<file path="config.mk">
export PLATFORM = sky130hd
export DESIGN_NAME = video_window_top
export DESIGN_NICKNAME = d
export VERILOG_FILES = /design/src/vid_window_pkg.sv /design/src/host_word_rx.sv /design/src/umuldiv.sv /design/src/video_cmd_decoder.sv /design/src/video_window_top.sv /design/src/window_calc.sv
export SDC_FILE = /design/constraint.sdc
export NUM_CORES = 1
export LEC_CHECK = 0
export BUFFER_PORTS_ARGS = -buffer_cell sky130_fd_sc_hd__buf_2
export CORE_MARGIN = 2
export CORE_UTILIZATION = 65
export CTS_BUF_LIST = sky130_fd_sc_hd__clkbuf_8
export CTS_CLUSTER_DIAMETER = 120
export DETAILED_ROUTE_END_ITERATION = 8
export GPL_TIMING_DRIVEN = 0
export PLACE_DENSITY = 0.83
export SYNTH_ARGS = -nofsm -noshare
export SYNTH_HDL_FRONTEND = slang
export SYNTH_SLANG_ARGS = --single-unit
</file>
<file path="constraint.sdc">
create_clock -name i_clk_sys -period 22 [get_ports i_clk_sys]
set_input_delay 1.1 -clock i_clk_sys [delete_from_list [all_inputs] [get_ports i_clk_sys]]
set_output_delay 1.1 -clock i_clk_sys [all_outputs]
set_load 0.05 [all_outputs]
</file>
<file path="src/vid_window_pkg.sv">
/*
 * Video window package
 * Widths, reset timing defaults, command and state encodings and the
 * structs passed between the host receiver, the command decoder and
 * the window calculator
 */
package vid_window_pkg;

	// Data path widths
	localparam int DIM_W    = 12;
	localparam int ASPECT_W = 13;
	localparam int WORD_W   = 16;

	// CEA 1920x1080 at 60 Hz timing
	localparam logic [DIM_W-1:0] DEF_WIDTH  = 12'd1920;
	localparam logic [DIM_W-1:0] DEF_HFP    = 12'd88;
	localparam logic [DIM_W-1:0] DEF_HS     = 12'd44;
	localparam logic [DIM_W-1:0] DEF_HBP    = 12'd148;
	localparam logic [DIM_W-1:0] DEF_HEIGHT = 12'd1080;
	localparam logic [DIM_W-1:0] DEF_VFP    = 12'd4;
	localparam logic [DIM_W-1:0] DEF_VS     = 12'd5;
	localparam logic [DIM_W-1:0] DEF_VBP    = 12'd36;

	// Command byte at the head of each host frame
	typedef enum logic [7:0] {
		CMD_NONE   = 8'h00,
		CMD_TIMING = 8'h20,
		CMD_VSET   = 8'h27,
		CMD_HSET   = 8'h37,
		CMD_ASPECT = 8'h3A
	} cmd_e;

	// Window calculator sequence
	typedef enum logic [2:0] {
		SNAPSHOT,
		MUL_W,
		WAIT_W,
		MUL_H,
		WAIT_H,
		CLAMP,
		CENTRE,
		PUBLISH
	} calc_state_e;

	// One captured host word
	typedef struct packed {
		logic              valid;
		logic              first;
		logic [WORD_W-1:0] data;
	} host_word_t;

	// Configuration registers seen by the calculator
	typedef struct packed {
		logic [DIM_W-1:0]    width;
		logic [DIM_W-1:0]    hfp;
		logic [DIM_W-1:0]    hs;
		logic [DIM_W-1:0]    hbp;
		logic [DIM_W-1:0]    height;
		logic [DIM_W-1:0]    vfp;
		logic [DIM_W-1:0]    vs;
		logic [DIM_W-1:0]    vbp;
		logic [DIM_W-1:0]    hset;
		logic [DIM_W-1:0]    vset;
		logic                freescale;
		logic [ASPECT_W-1:0] arx;
		logic [ASPECT_W-1:0] ary;
	} video_cfg_t;

	// Published picture window and totals
	typedef struct packed {
		logic             valid;
		logic [DIM_W-1:0] hmin;
		logic [DIM_W-1:0] hmax;
		logic [DIM_W-1:0] vmin;
		logic [DIM_W-1:0] vmax;
		logic [DIM_W-1:0] htotal;
		logic [DIM_W-1:0] vtotal;
	} window_t;

endpackage

</file>
<file path="src/host_word_rx.sv">
/*
 * Host word receiver
 * Brings the strobe/acknowledge host link into clk_sys, emits one word
 * per strobe while a frame is open and marks the command word
 */
module host_word_rx (
	input  logic                                i_clk_sys,
	input  logic                                i_resetd,
	input  logic [vid_window_pkg::WORD_W-1:0]   i_host_data,
	input  logic                                i_host_frame,
	input  logic                                i_host_strobe,
	output vid_window_pkg::host_word_t          o_word,
	output logic                                o_frame_sync,
	output logic                                o_host_ack
);
	import vid_window_pkg::*;

	logic [1:0]        frame_sr;
	logic [4:0]        strb_sr;
	logic [WORD_W-1:0] data_s1;
	logic [WORD_W-1:0] data_s2;
	logic [WORD_W-1:0] word_data;
	logic              word_valid;
	logic              word_first;
	logic              cmd_seen;
	logic              strb_rise;

	// Stages 0..1 synchronise, 2..4 delay the strobe
	assign strb_rise    = strb_sr[2] & ~strb_sr[3];
	assign o_frame_sync = frame_sr[1];
	assign o_host_ack   = strb_sr[4];

	assign o_word = '{valid: word_valid, first: word_first, data: word_data};

	// Data is stable while strobe is high
	always_ff @(posedge i_clk_sys) begin
		data_s1 <= i_host_data;
		data_s2 <= data_s1;
		if (strb_rise) begin
			word_data <= data_s2;
		end
	end

	always_ff @(posedge i_clk_sys) begin
		if (i_resetd) begin
			frame_sr   <= '0;
			strb_sr    <= '0;
			cmd_seen   <= 1'b0;
			word_valid <= 1'b0;
			word_first <= 1'b0;
		end else begin
			frame_sr   <= {frame_sr[0], i_host_frame};
			strb_sr    <= {strb_sr[3:0], i_host_strobe};
			word_valid <= strb_rise & frame_sr[1];
			if (strb_rise) begin
				word_first <= ~cmd_seen;
			end
			// Closed frame rearms the command marker
			if (!frame_sr[1]) begin
				cmd_seen <= 1'b0;
			end else if (strb_rise) begin
				cmd_seen <= 1'b1;
			end
		end
	end

endmodule

</file>
<file path="src/umuldiv.sv">
/*
 * Sequential multiply-divide
 * Computes mul1 * mul2 / div with a single-cycle product and a
 * restoring divider, saturating on overflow or a zero divisor
 */
module umuldiv #(
	parameter int DIM_W = vid_window_pkg::DIM_W
) (
	input  logic             i_clk_sys,
	input  logic             i_resetd,
	input  logic             i_start,
	input  logic [DIM_W-1:0] i_mul1,
	input  logic [DIM_W-1:0] i_mul2,
	input  logic [DIM_W-1:0] i_div,
	output logic             o_busy,
	output logic [DIM_W-1:0] o_result
);

	logic [DIM_W-1:0]             rem;
	logic [DIM_W-1:0]             quo;
	logic [DIM_W-1:0]             div_q;
	logic [DIM_W:0]               trial;
	logic [$clog2(DIM_W+1)-1:0]   step_cnt;
	logic                         sat;

	// Partial remainder with the next dividend bit shifted in
	assign trial    = {rem, quo[DIM_W-1]};
	assign o_result = sat ? '1 : quo;

	always_ff @(posedge i_clk_sys) begin
		if (i_resetd) begin
			o_busy   <= 1'b0;
			step_cnt <= '0;
		end else if (i_start) begin
			o_busy   <= 1'b1;
			step_cnt <= '0;
		end else if (o_busy) begin
			step_cnt <= step_cnt + 1'b1;
			if (32'(step_cnt) == DIM_W) begin
				o_busy <= 1'b0;
			end
		end
	end

	// Upper product half becomes the starting remainder
	always_ff @(posedge i_clk_sys) begin
		if (i_start) begin
			{rem, quo} <= i_mul1 * i_mul2;
			div_q      <= i_div;
		end else if (o_busy) begin
			if (step_cnt == '0) begin
				// Quotient too wide when the high half already reaches div
				sat <= (div_q == '0) || (rem >= div_q);
			end else if (trial >= {1'b0, div_q}) begin
				rem <= DIM_W'(trial - {1'b0, div_q});
				quo <= {quo[DIM_W-2:0], 1'b1};
			end else begin
				rem <= trial[DIM_W-1:0];
				quo <= {quo[DIM_W-2:0], 1'b0};
			end
		end
	end

endmodule

</file>
<file path="src/video_cmd_decoder.sv">
/*
 * Video command decoder
 * Parses host frames into the timing, override and aspect registers
 * and flags every change to the window calculator
 */
module video_cmd_decoder (
	input  logic                        i_clk_sys,
	input  logic                        i_resetd,
	input  vid_window_pkg::host_word_t  i_word,
	input  logic                        i_host_frame_sync,
	output vid_window_pkg::video_cfg_t  o_cfg,
	output logic                        o_cfg_update
);
	import vid_window_pkg::*;

	cmd_e       cmd_q;
	logic [3:0] word_cnt;
	logic       data_word;
	video_cfg_t cfg_next;

	// Unknown command bytes park the parser
	function automatic cmd_e decode_cmd(input logic [7:0] cmd_byte);
		cmd_e cmd;
		case (cmd_byte)
			CMD_TIMING: cmd = CMD_TIMING;
			CMD_VSET:   cmd = CMD_VSET;
			CMD_HSET:   cmd = CMD_HSET;
			CMD_ASPECT: cmd = CMD_ASPECT;
			default:    cmd = CMD_NONE;
		endcase
		return cmd;
	endfunction

	assign data_word = i_word.valid & ~i_word.first & i_host_frame_sync;

	////////////////////////////////////////////////////////////////////////////
	// Register write decode
	////////////////////////////////////////////////////////////////////////////

	always_comb begin
		cfg_next = o_cfg;
		if (data_word) begin
			case (cmd_q)
				CMD_TIMING: begin
					// Words past the eighth fall through
					case (word_cnt)
						4'd0: cfg_next.width  = i_word.data[DIM_W-1:0];
						4'd1: cfg_next.hfp    = i_word.data[DIM_W-1:0];
						4'd2: cfg_next.hs     = i_word.data[DIM_W-1:0];
						4'd3: cfg_next.hbp    = i_word.data[DIM_W-1:0];
						4'd4: cfg_next.height = i_word.data[DIM_W-1:0];
						4'd5: cfg_next.vfp    = i_word.data[DIM_W-1:0];
						4'd6: cfg_next.vs     = i_word.data[DIM_W-1:0];
						4'd7: cfg_next.vbp    = i_word.data[DIM_W-1:0];
						default: ;
					endcase
				end
				CMD_VSET: begin
					if (word_cnt == 4'd0) begin
						cfg_next.vset = i_word.data[DIM_W-1:0];
					end
				end
				CMD_HSET: begin
					if (word_cnt == 4'd0) begin
						cfg_next.freescale = i_word.data[WORD_W-1];
						cfg_next.hset      = i_word.data[DIM_W-1:0];
					end
				end
				CMD_ASPECT: begin
					if (word_cnt == 4'd0) begin
						cfg_next.arx = i_word.data[ASPECT_W-1:0];
					end else if (word_cnt == 4'd1) begin
						cfg_next.ary = i_word.data[ASPECT_W-1:0];
					end
				end
				default: ;
			endcase
		end
	end

	////////////////////////////////////////////////////////////////////////////
	// Parser state and configuration registers
	////////////////////////////////////////////////////////////////////////////

	always_ff @(posedge i_clk_sys) begin
		if (i_resetd) begin
			cmd_q        <= CMD_NONE;
			word_cnt     <= '0;
			o_cfg_update <= 1'b0;
			o_cfg        <= '{
				width:     DEF_WIDTH,
				hfp:       DEF_HFP,
				hs:        DEF_HS,
				hbp:       DEF_HBP,
				height:    DEF_HEIGHT,
				vfp:       DEF_VFP,
				vs:        DEF_VS,
				vbp:       DEF_VBP,
				hset:      '0,
				vset:      '0,
				freescale: 1'b0,
				arx:       '0,
				ary:       '0
			};
		end else begin
			o_cfg        <= cfg_next;
			o_cfg_update <= (cfg_next != o_cfg);
			if (!i_host_frame_sync) begin
				cmd_q    <= CMD_NONE;
				word_cnt <= '0;
			end else if (i_word.valid) begin
				if (i_word.first) begin
					cmd_q    <= decode_cmd(i_word.data[7:0]);
					word_cnt <= '0;
				end else if (word_cnt != 4'd8) begin
					// Saturate once the longest command is complete
					word_cnt <= word_cnt + 4'd1;
				end
			end
		end
	end

endmodule

</file>
<file path="src/video_window_top.sv">
/*
 * Video window block
 * Host link receiver, command decoder and window calculator
 */
module video_window_top (
	input  logic                              i_clk_sys,
	input  logic                              i_resetd,
	input  logic [vid_window_pkg::WORD_W-1:0] i_host_data,
	input  logic                              i_host_frame,
	input  logic                              i_host_strobe,
	output logic                              o_host_ack,
	output vid_window_pkg::window_t           o_window
);
	import vid_window_pkg::*;

	host_word_t host_word;
	logic       frame_sync;
	video_cfg_t cfg;
	logic       cfg_update;

	host_word_rx host_rx_i (
		.i_clk_sys     (i_clk_sys),
		.i_resetd      (i_resetd),
		.i_host_data   (i_host_data),
		.i_host_frame  (i_host_frame),
		.i_host_strobe (i_host_strobe),
		.o_word        (host_word),
		.o_frame_sync  (frame_sync),
		.o_host_ack    (o_host_ack)
	);

	video_cmd_decoder cmd_dec_i (
		.i_clk_sys         (i_clk_sys),
		.i_resetd          (i_resetd),
		.i_word            (host_word),
		.i_host_frame_sync (frame_sync),
		.o_cfg             (cfg),
		.o_cfg_update      (cfg_update)
	);

	window_calc win_calc_i (
		.i_clk_sys    (i_clk_sys),
		.i_resetd     (i_resetd),
		.i_cfg        (cfg),
		.i_cfg_update (cfg_update),
		.o_window     (o_window)
	);

endmodule

</file>
<file path="src/window_calc.sv">
/*
 * Window calculator
 * Derives the centred picture window from timing, user override and
 * aspect ratio, and publishes it with the horizontal and vertical totals
 */
module window_calc (
	input  logic                        i_clk_sys,
	input  logic                        i_resetd,
	input  vid_window_pkg::video_cfg_t  i_cfg,
	input  logic                        i_cfg_update,
	output vid_window_pkg::window_t     o_window
);
	import vid_window_pkg::*;

	calc_state_e      state;
	logic             pending;
	logic [DIM_W-1:0] width_s;
	logic [DIM_W-1:0] height_s;
	logic [DIM_W-1:0] eff_w;
	logic [DIM_W-1:0] eff_h;
	logic [DIM_W-1:0] arx_s;
	logic [DIM_W-1:0] ary_s;
	logic [DIM_W-1:0] htotal_s;
	logic [DIM_W-1:0] vtotal_s;
	logic [DIM_W-1:0] tgt_w;
	logic [DIM_W-1:0] tgt_h;
	logic [DIM_W-1:0] hmin_c;
	logic [DIM_W-1:0] vmin_c;
	logic [DIM_W-1:0] cfg_eff_w;
	logic [DIM_W-1:0] cfg_eff_h;
	logic             aspect_free;
	logic             aspect_abs;
	logic             md_start;
	logic             md_busy;
	logic [DIM_W-1:0] md_mul1;
	logic [DIM_W-1:0] md_mul2;
	logic [DIM_W-1:0] md_div;
	logic [DIM_W-1:0] md_result;

	// Override only when nonzero and smaller than the active area
	assign cfg_eff_w = (i_cfg.hset != '0 && i_cfg.hset < i_cfg.width) ? i_cfg.hset : i_cfg.width;
	assign cfg_eff_h = (i_cfg.vset != '0 && i_cfg.vset < i_cfg.height) ? i_cfg.vset :
		i_cfg.height;

	assign aspect_free = i_cfg.freescale | (i_cfg.arx == '0) | (i_cfg.ary == '0);
	assign aspect_abs  = i_cfg.arx[ASPECT_W-1] | i_cfg.ary[ASPECT_W-1];

	umuldiv #(
		.DIM_W (DIM_W)
	) muldiv_i (
		.i_clk_sys (i_clk_sys),
		.i_resetd  (i_resetd),
		.i_start   (md_start),
		.i_mul1    (md_mul1),
		.i_mul2    (md_mul2),
		.i_div     (md_div),
		.o_busy    (md_busy),
		.o_result  (md_result)
	);

	always_ff @(posedge i_clk_sys) begin
		if (i_resetd) begin
			state          <= SNAPSHOT;
			pending        <= 1'b1;
			md_start       <= 1'b0;
			o_window.valid <= 1'b0;
		end else begin
			md_start <= 1'b0;
			case (state)
				SNAPSHOT: begin
					if (pending) begin
						pending  <= 1'b0;
						width_s  <= i_cfg.width;
						height_s <= i_cfg.height;
						eff_w    <= cfg_eff_w;
						eff_h    <= cfg_eff_h;
						arx_s    <= i_cfg.arx[DIM_W-1:0];
						ary_s    <= i_cfg.ary[DIM_W-1:0];
						htotal_s <= i_cfg.width + i_cfg.hfp + i_cfg.hs + i_cfg.hbp;
						vtotal_s <= i_cfg.height + i_cfg.vfp + i_cfg.vs + i_cfg.vbp;
						if (aspect_free) begin
							tgt_w <= cfg_eff_w;
							tgt_h <= cfg_eff_h;
							state <= CLAMP;
						end else if (aspect_abs) begin
							// Absolute picture size
							tgt_w <= i_cfg.arx[DIM_W-1:0];
							tgt_h <= i_cfg.ary[DIM_W-1:0];
							state <= CLAMP;
						end else begin
							state <= MUL_W;
						end
					end
				end
				MUL_W: begin
					md_mul1  <= eff_h;
					md_mul2  <= arx_s;
					md_div   <= ary_s;
					md_start <= 1'b1;
					state    <= WAIT_W;
				end
				WAIT_W: begin
					if (!md_start && !md_busy) begin
						tgt_w <= md_result;
						state <= MUL_H;
					end
				end
				MUL_H: begin
					md_mul1  <= eff_w;
					md_mul2  <= ary_s;
					md_div   <= arx_s;
					md_start <= 1'b1;
					state    <= WAIT_H;
				end
				WAIT_H: begin
					if (!md_start && !md_busy) begin
						tgt_h <= md_result;
						state <= CLAMP;
					end
				end
				CLAMP: begin
					if (tgt_w > eff_w) begin
						tgt_w <= eff_w;
					end
					if (tgt_h > eff_h) begin
						tgt_h <= eff_h;
					end
					state <= CENTRE;
				end
				CENTRE: begin
					hmin_c <= (width_s - tgt_w) >> 1;
					vmin_c <= (height_s - tgt_h) >> 1;
					state  <= PUBLISH;
				end
				PUBLISH: begin
					// Stale pass is dropped and the loop restarts
					if (!pending) begin
						o_window <= '{
							valid:  1'b1,
							hmin:   hmin_c,
							hmax:   hmin_c + tgt_w - 1'b1,
							vmin:   vmin_c,
							vmax:   vmin_c + tgt_h - 1'b1,
							htotal: htotal_s,
							vtotal: vtotal_s
						};
					end
					state <= SNAPSHOT;
				end
				default: state <= SNAPSHOT;
			endcase
			// Any change invalidates the window and queues a new pass
			if (i_cfg_update) begin
				pending        <= 1'b1;
				o_window.valid <= 1'b0;
			end
		end
	end

endmodule
</file>
### Word-level counts from Yosys, hierarchy flattened

Index checks and enable logic that the tools add are counted.

* bits in registers: 514
* input bits: 20
* logic and storage cells: 216

* muxes and demuxes: 58
* bitwise operators: 14
* equal/unequal tests: 32
* $mul: 1
* add/sub/neg operators: 15
* reductions and logical operators: 35
* order comparisons: 6

Operators with widths (number)
* $mux 12: 31
* $mux 147: 1
* $ne 147x147->1: 1
* $mux 96: 1
* $add 12x12->12: 6
* $pmux 12 s2: 3
* $pmux 12 s3: 2
* $eq 8x6->1 const B: 8
* $mux 13: 3
* $sub 12x12->12: 3
* $logic_not 13->1: 2
* $mux 26: 1
* $add 11x12->12: 2
* $gt 12x12->1: 2
* $lt 12x12->1: 2
* $mul 12x12->24: 1
* $pmux 3 s8: 1
* $pmux 6 s4: 1
* $reduce_bool 12->1: 2
* $sub 12x1->12 const B: 2
* $eq 4x3->1 const B: 4
* $mux 3: 5
* $ge 13x12->1: 1
* $eq 3x3->1 const B: 4
* other kinds (27): 72

### Depth between registers and ports, before layout

Gate-level depths: netlist of the first run.

* word-level depth: 6
* depth in mapped cells: 21

### Hierarchy

From an unflattened synthesis of the first run, not the netlist that was laid out.

* cells, all modules: 3158
* area, all modules: 31798.0 sq um

Modules (own cells, without submodules)
* window_calc: area each 14969.4 sq um, cells each 1262, sequential area each 7567.3 sq um, instances 1
* video_cmd_decoder: area each 7820.0 sq um, cells each 999, sequential area each 3143.0 sq um, instances 1
* umuldiv: area each 7557.2 sq um, cells each 821, sequential area each 1211.2 sq um, instances 1
* host_word_rx: area each 1451.4 sq um, cells each 76, sequential area each 1321.3 sq um, instances 1

### Worst setup path before layout of the first run

OpenSTA, ideal clock, no wires.

* path type: in2reg
* from: in i_resetd
* to: reg win_calc_i.arx_s[0], enable pin
* data arrival time: 8.080 ns
* setup slack: 13.252 ns
* setup time: 0.668 ns
* stages: 3
* path through: clkbuf_1 -> clkbuf_1 -> nor3_1

* cells in the longest elaborated chain, start to end: 2

Ends and longest elaborated chain
* start, declared: RTL line video_window_top.sv:7 `input logic i_resetd,`
* $not 1->1 (no source line)
* $reduce_and 3->1 (no source line)
* end signal, assigned: RTL line window_calc.sv:77 `arx_s <= i_cfg.arx[DIM_W-1:0];`
* end, declared: RTL line window_calc.sv:21 `logic [DIM_W-1:0] arx_s;`

No other way between the ends.
A chain may end at the register's enable or synchronous reset.

### Worst setup path in the final report of the first run

* from: reg win_calc_i.md_mul2[6]
* to: reg win_calc_i.muldiv_i.rem[11] (data pin)

* cells in the longest elaborated chain, start to end: 2

Ends and longest elaborated chain
* start, declared: RTL line window_calc.sv:36 `logic [DIM_W-1:0] md_mul2;`
* start signal, assigned: RTL line window_calc.sv:97 `md_mul2 <= arx_s;`
* start signal, assigned: RTL line window_calc.sv:110 `md_mul2 <= ary_s;`
* $mul 12x12->24: RTL line umuldiv.sv:48 `{rem, quo} <= i_mul1 * i_mul2;`
* $mux 12: RTL line umuldiv.sv:47 `if (i_start) begin`
* end signal, assigned: RTL line umuldiv.sv:48
* end signal, assigned: RTL line umuldiv.sv:55 `rem <= DIM_W'(trial - {1'b0, div_q});`
* end signal, assigned: RTL line umuldiv.sv:58 `rem <= trial[DIM_W-1:0];`
* end, declared: RTL line umuldiv.sv:19 `logic [DIM_W-1:0] rem;`

No other way between the ends.

==> results.md, run 1 <==
* Vias in the first global route at 24,730
* Asr flop ratio synth at 0%
* RR Endpoint: win_calc_i.muldiv_i.rem[11]
* Synthesis-to-finish area growth at 10.24%
* Clk pwr share at 15.8%
* Root Driver: clkbuf_8
* Die ar. at 0.04881 mm2
* Tmin final at 6417 ps
* Non-filler cells, final at 3,883
* Postcts setup bufs at 0
* Max_cap viols at 0
* Worst vdd ir at 0.3252 mV
* Power Density at 159.0 mW/mm2
* Cell variety after synth at 82
* Synthesized flop and latch total at 505
* CTS buffer count at 81
* Warnings, synthesis at 0
* CTS tree: yes
* Pint at 2.936 mW
* Primary FF master, synth: edfxtp_1
* NumNets Final at 3,602
* I/O Buffers at 89
* Fillers at 3,308
* Final Hold Viols at 0
* Switch Pwr at 2.425 mW
* Chip Width at 220.9 um
* Worst r2r src: win_calc_i.md_mul2[6]
* Gr ovfl total at 0
* Row cnt at 79
* Register area share after synthesis at 42.83%
* Core area at 0.04646 mm2
* Global Route Usage Sum at 38.73%
* Routed wire length at 94,380 um
* Cell with the most instances after synthesis: nand2_1
* Unrepaired setup endpoints after global routing: no
* Initial core utilization at 65.84%
* Number of flops mapped to enable cells by yosys at 299
* Post-Syn Area at 0.03059 mm2
* R2r worst-path depth at 20
* Total negative slack at 0 ps
* Initial DRC count at 2,688
* Status: finished, final reports clean
* Hold Path End: host_rx_i.data_s2[0]
* Max Slew Vio Count at 0
* Final Core Density at 72.59%
* Top cells by area, synth: edfxtp_1, dfxtp_1, fa_1
* Switch share at 45.23%
* Reg clk slew, reported paths at 70 ps
* Routed Antenna Nets at 0
* I/O pins at 94
* GP Congestion at 1.014
* CP Data Required Time at 22,430 ps
* Pin count of the biggest net entering global routing at 25
* Hold path depth at 0
* # setup viols final at 0
* Top cell type's share of synthesized area at 29.35%
* DIE HEIGHT at 220.9 um
* Cells after synthesis at 3,015
* R2R Setup Slk at 15,580 ps
* Pre-antenna DRT Iters at 8
* Fraction of layout cells with a size suffix above 1 at 8.980%
* Clock Skew at 34.49 ps
* Clock sink count at 505
* Min-delay src: host_rx_i.data_s1[0]
* Static leakage at 14.28 nW
* Resize count post-CTS at 0
* Slew Limit Headroom at 11.32%
* Worst-path maximum fanout at 10
* Hold Crit Class: register to register
* Post-synth top cells: nand2_1, inv_1, edfxtp_1
* Arr. time, crit path at 6840 ps
* Clk_lat worst skew at 710 ps
* CP Capture Type: register
* CP Launch Type: register
* Worst slew pin tran at 1330 ps
* Post-CTS Hold Buffers at 0
* DP Wirelength at 71,290 um
* First-pass GRT wire length at 143,400 um
* CP Class: register to register
* Comb power frac at 60.8%
* Sequential group share of total power at 23.5%
* Drt drc at 0
* Final period utilization at 29.17%
* Cell type with the largest total area after synthesis: edfxtp_1
* FMAX at 155.8 MHz
* Placed insts at 3,730
* Clk buf depth at 3
* WL/cell at 24.31 um
* H-tree Lvls at 3
* Via count at 24,120
* DR vias/cell at 6.213
* Initial antenna violation count at 3
* Syn avg cell area at 10.15 um2
[cell usage in the layout, fill, tap and decap left out, types with 25 or more instances in the layout]
cell      count
nand2_1     394
inv_1       384
edfxtp_1    299
ha_1        227
dfxtp_1     206
a21oi_1     202
fa_1        149
xnor2_1     130
clkbuf_1    122
o21ai_0     120
nor2_1      111
buf_2        96
clkbuf_8     88
xor2_1       70
and2_1       68
nand3_1      47
nor3_1       45
mux2_2       42
a21o_1       38
mux2i_1      35
nor4_1       26
nand4_1      26
a31oi_1      25
[metal layers]
| metal | GRT usage (%) | vias up | wire length (um) |
|---|---|---|---|
| li1 | - | 10680 | - |
| met1 | 47.44 | 11650 | 35130 |
| met2 | 62.36 | 1401 | 43780 |
| met3 | 8.472 | 396 | 8736 |
| met4 | 24.81 | 2 | 6716 |
| met5 | 0 | - | 13 |
[power groups by stage]
stage               registers, mW  logic, mW  clock network, mW
global placement             1.29       3.04                  0
CTS                          1.26       3.21              0.845
global route                 1.27       3.63              0.889
floorplan                    1.26       2.29                  0
detailed placement           1.27       3.17                  0
finish                       1.26       3.26              0.845
[cell families after synthesis]
logic type / count (synthesis) / share of synthesized area (%)
XOR/XNOR: 200 / 5.726
AND/OR/NAND/NOR: 820 / 12.57
adder cells (fa/ha/maj): 376 / 19.04
other: 1 / 0.01226
buffers and inverters: 500 / 6.262
AO/OA/AOI/OAI: 536 / 10.87
multiplexers: 77 / 2.691
flip-flops: 505 / 42.83
[sequential cells by signal, indices dropped and copies added, names as in the netlist, 12 cells and up]
| register | count |
|---|---|
| host_rx_i.data_s1 | 14 |
| win_calc_i.eff_w | 12 |
| win_calc_i.muldiv_i.rem | 12 |
| win_calc_i.tgt_h | 12 |
| cmd_dec_i.o_cfg | 147 |
| win_calc_i.ary_s | 12 |
| win_calc_i.htotal_s | 12 |
| win_calc_i.vtotal_s | 12 |
| host_rx_i.data_s2 | 14 |
| win_calc_i.muldiv_i.div_q | 12 |
| win_calc_i.muldiv_i.quo | 12 |
| win_calc_i.eff_h | 12 |
| win_calc_i.o_window | 71 |
| win_calc_i.arx_s | 12 |
| win_calc_i.md_mul2 | 12 |
| win_calc_i.height_s | 12 |
| win_calc_i.md_div | 12 |
| host_rx_i.word_data | 14 |
| win_calc_i.width_s | 12 |
| win_calc_i.tgt_w | 12 |
| win_calc_i.md_mul1 | 12 |
[cell type report]
type	count	area [um2]	share of cell area [%]
multi-input combinational	2011	15620	46.31
sequential	505	13100	38.86
inverter	357	1340	3.974
clock buffer	88	1211	3.592
tap	607	759.5	2.252
timing repair buffer	107	659.4	1.955
buffer	143	575.6	1.707
clock inverter	63	452.9	1.343
antenna	2	5.005	0.01484
[critical path: stages (launching register included)]
cell and delay (ps):
edfxtp_1 450, clkbuf_1 320, and2_1 290, fa_1 540, inv_1 60, fa_1 530, inv_1 50, fa_1 480
fa_1 500, inv_1 60, fa_1 490, inv_1 60, ha_1 340, a211o_1 300, a21oi_1 340, o22ai_1 180
o31ai_1 420, a21oi_1 120, a21oi_1 250, xnor2_1 250, o21ai_1 90
[worst max-delay path by stage]
stage / startpoint / endpoint / slack (ps) / depth (start not counted)
detailed placement: win_calc_i.md_mul2[6] / win_calc_i.muldiv_i.rem[11] / 15730 / 20
finish: win_calc_i.md_mul2[6] / win_calc_i.muldiv_i.rem[11] / 15580 / 20
CTS: win_calc_i.md_mul2[6] / win_calc_i.muldiv_i.rem[11] / 15660 / 20
floorplan: i_resetd / win_calc_i.arx_s[0] / 13250 / 3
global route: win_calc_i.md_mul2[6] / win_calc_i.muldiv_i.rem[11] / 15310 / 20
global placement: i_resetd / win_calc_i.o_window[70] / 8620 / 3
[metrics by stage]
step / setup slack, ps / hold WS, ps / instance area [um2] / total power [mW]
finish: 15580 / 326.1 / 33720 / 5.361
global route: 15310 / 330.3 / 33720 / 5.790
CTS: 15660 / 326.7 / 33710 / 5.309
detailed placement: 15730 / 312.8 / 32050 / 4.439
global placement: 8623 / 310.8 / 31800 / 4.334
floorplan: 13250 / 309.6 / 30590 / 3.550
(Power assumes the default switching activity.)
==> run 2: changes to the inputs <==
Settings changed: ABC_AREA set to 1, CORE_UTILIZATION 65 to 59, PLACE_DENSITY 0.83 to 0.79.
Clock period 22 ns to 5.5 ns, I/O delays scaled along.
==> results.md, run 2 <==
* Top cells by area, synth: edfxtp_1, dfxtp_1, fa_1
* Final period utilization at 96.35%
* Initial DRC count at 3,397
* Final Hold Viols at 0
* Area after DPL at 0.03387 mm2
* Die ar. at 0.05655 mm2
* Status: finished, final reports clean
* Area of the multi-input gates at 0.01618 mm2
* Arr. time, crit path at 5750 ps
* Core area at 0.05392 mm2
* WL/cell at 22.92 um
* Row cnt at 85
* Via count at 28,300
* Total negative slack at 0 ps
* # setup viols final at 0
* Clock sink count at 505
* Root Driver: clkbuf_8
* Cell type with the largest total area after synthesis: edfxtp_1
* Static leakage at 16.66 nW
* Post-synth top cells: nand2_1, inv_1, edfxtp_1
* Reg clk slew, reported paths at 60 ps
* CP peak stage delay at 530 ps
* Initial core utilization at 59.81%
* Warnings, synthesis at 0
* CP most frequent cell: inv_1
* Gr ovfl total at 0
* Placed insts at 4,601
* CTS tree: yes
* FMAX at 188.7 MHz
* GP Congestion at 1.078
* Clk buf depth at 3
* DIE HEIGHT at 237.8 um
* NumNets Final at 4,419
* Max Slew Vio Count at 0
* Cells after synthesis at 3,802
* Syn avg cell area at 8.483 um2
* I/O Buffers at 89
* Cell chain of the critical path: buf_6 > nand2_1 > inv_1 > fa_1 > inv_1 > fa_1 > inv_1 > fa_1 > fa_1 > inv_1 > fa_1 > inv_1 > ha_4 > nand2_2 > nor2_1 > inv_1 > o21ai_2 > a21oi_2 > o21ai_2 > nand3_1 > nand2_1 > nand2_1 > nand3_2 > nand2_1
* Fin worst setup slack at 200.7 ps
* Most frequent cells in the layout: nand2_1, inv_1, edfxtp_1
* Cell variety after synth at 50
* Cell with the most instances after synthesis: nand2_1
* Fillers at 4,411
* Final Core Density at 67.01%
* Synthesis-to-finish area growth at 12.03%
* Worst slew pin tran at 1214 ps
* Vias in the first global route at 27,110
* Synthesized flop and latch total at 505
* First-pass GRT wire length at 162,900 um
* Hold Crit Class: primary input to register
* Global Route Usage Sum at 38.94%
* Max_cap viols at 0
* Commonest non-fill, non-tap cell in the layout: nand2_1
* Pin count of the biggest net entering global routing at 36
* Worst vdd ir at 0.8243 mV
* Fraction of layout cells with a size suffix above 1 at 8.789%
* Sequential cell area at 0.01310 mm2
* Pre-antenna DRT Iters at 8
* Non-filler cells, final at 4,794
* CTS buffer count at 86
* Routed Antenna Nets at 0
* DP Wirelength at 83,900 um
* Reg with most FFs: cmd_dec_i.o_cfg
* CP Class: register to register
* Power Density at 521.5 mW/mm2
* Chip Width at 237.8 um
* Drt drc at 0
* CP Capture Type: register
* Top cell type's share of synthesized area at 27.84%
* Asr flop ratio synth at 0%
* Final Hold Slack at 112.5 ps
* Max FFs per register at 147
* Worst-path maximum fanout at 8
* Routed wire length at 109,900 um
* Clock Skew at 63.57 ps
* Top flop regs: cmd_dec_i.o_cfg x147, win_calc_i.o_window x71
* CP Launch Type: register
* Design Area, Final at 0.03613 mm2
* CP Data Required Time at 5950 ps
* Initial antenna violation count at 2
* Number of flops mapped to enable cells by yosys at 299
* Register area share after synthesis at 40.63%
* Slew Limit Headroom at 19.06%
* Post-Syn Area at 0.03225 mm2
* Pwr Total at 18.84 mW
* Slowest CP cell: fa_1
* I/O pins at 94
* Post-Place Setup Slack at -553.8 ps
* Clk_lat worst skew at 750 ps
* Primary FF master, synth: edfxtp_1
* Tmin final at 5299 ps
* H-tree Lvls at 3
* DR vias/cell at 5.902
-- run 2: cell count changes after synthesis, moves of 78 or more --
| cell | delta |
|---|---|
| inv_1 | +277 |
| nand2_1 | +362 |
| nand3_1 | +164 |
| nand4_1 | +78 |
| nor2_1 | +153 |
| o21ai_0 | +151 |
| xnor2_1 | -97 |
-- run 2: cell type report --
type / count / area share, %
clock buffer: 100 / 3.809
antenna: 2 / 0.01385
inverter: 645 / 6.701
clock inverter: 61 / 1.295
tap: 696 / 2.410
buffer: 148 / 1.891
multi-input combinational: 2497 / 44.78
sequential: 505 / 36.26
timing repair buffer: 140 / 2.833
-- run 2: metal layers --
layer / wire (um) / part of all wire, % / global-route usage [%]
met5: 0 / 0 / 0
met4: 8943 / 8.1 / 26.87
met3: 11330 / 10 / 7.804
met2: 48270 / 44 / 60.46
met1: 41340 / 38 / 49.18
-- run 2: timing repair --
action	4_1_cts	5_1_grt
gates cloned	0	0
pin swaps	0	4
hold buffers	16	0
setup buffers	1	21
endpoints found under the setup margin	9	8
endpoints found under the hold margin	16	0
gates resized for setup	19	44
-- run 2: critical path, delay by kind of cell (launching register included) --
kind | cells | cell delay [ps]
fa+ha+maj | 6 | 2790
simple gates | 8 | 650
compound gates | 3 | 530
buf+inv | 7 | 520
flops | 1 | 490
-- run 2: worst paths after layout --
check / from / end / slack, ps / cells past startpoint
setup / recovery: win_calc_i.md_mul1[5] / win_calc_i.muldiv_i.rem[9] / 200 / 24
hold reg to reg: host_rx_i.data_s1[4] / host_rx_i.data_s2[4] / 320 / 0
setup reg to reg: win_calc_i.md_mul1[5] / win_calc_i.muldiv_i.rem[9] / 200 / 24
hold / removal: i_resetd / cmd_dec_i.o_cfg[126] / 110 / 3
-- run 2: power by group --
| part | internal, mW | leakage (nW) | total (mW) | switching (mW) |
|---|---|---|---|---|
| clock | 1.97 | 1.04 | 3.67 | 1.70 |
| combinational | 3.98 | 11.3 | 10.3 | 6.31 |
| sequential | 4.63 | 4.33 | 4.88 | 0.248 |
| total | 10.6 | 16.7 | 18.8 | 8.26 |
-- run 2: cell families after synthesis --
kind of cell,share of synthesized area [%]
AND/OR/NAND/NOR,18.84
flip-flops,40.63
AO/OA/AOI/OAI,10.46
other,0.01163
buffers and inverters,9.559
XOR/XNOR,2.444
adder cells (fa/ha/maj),18.05
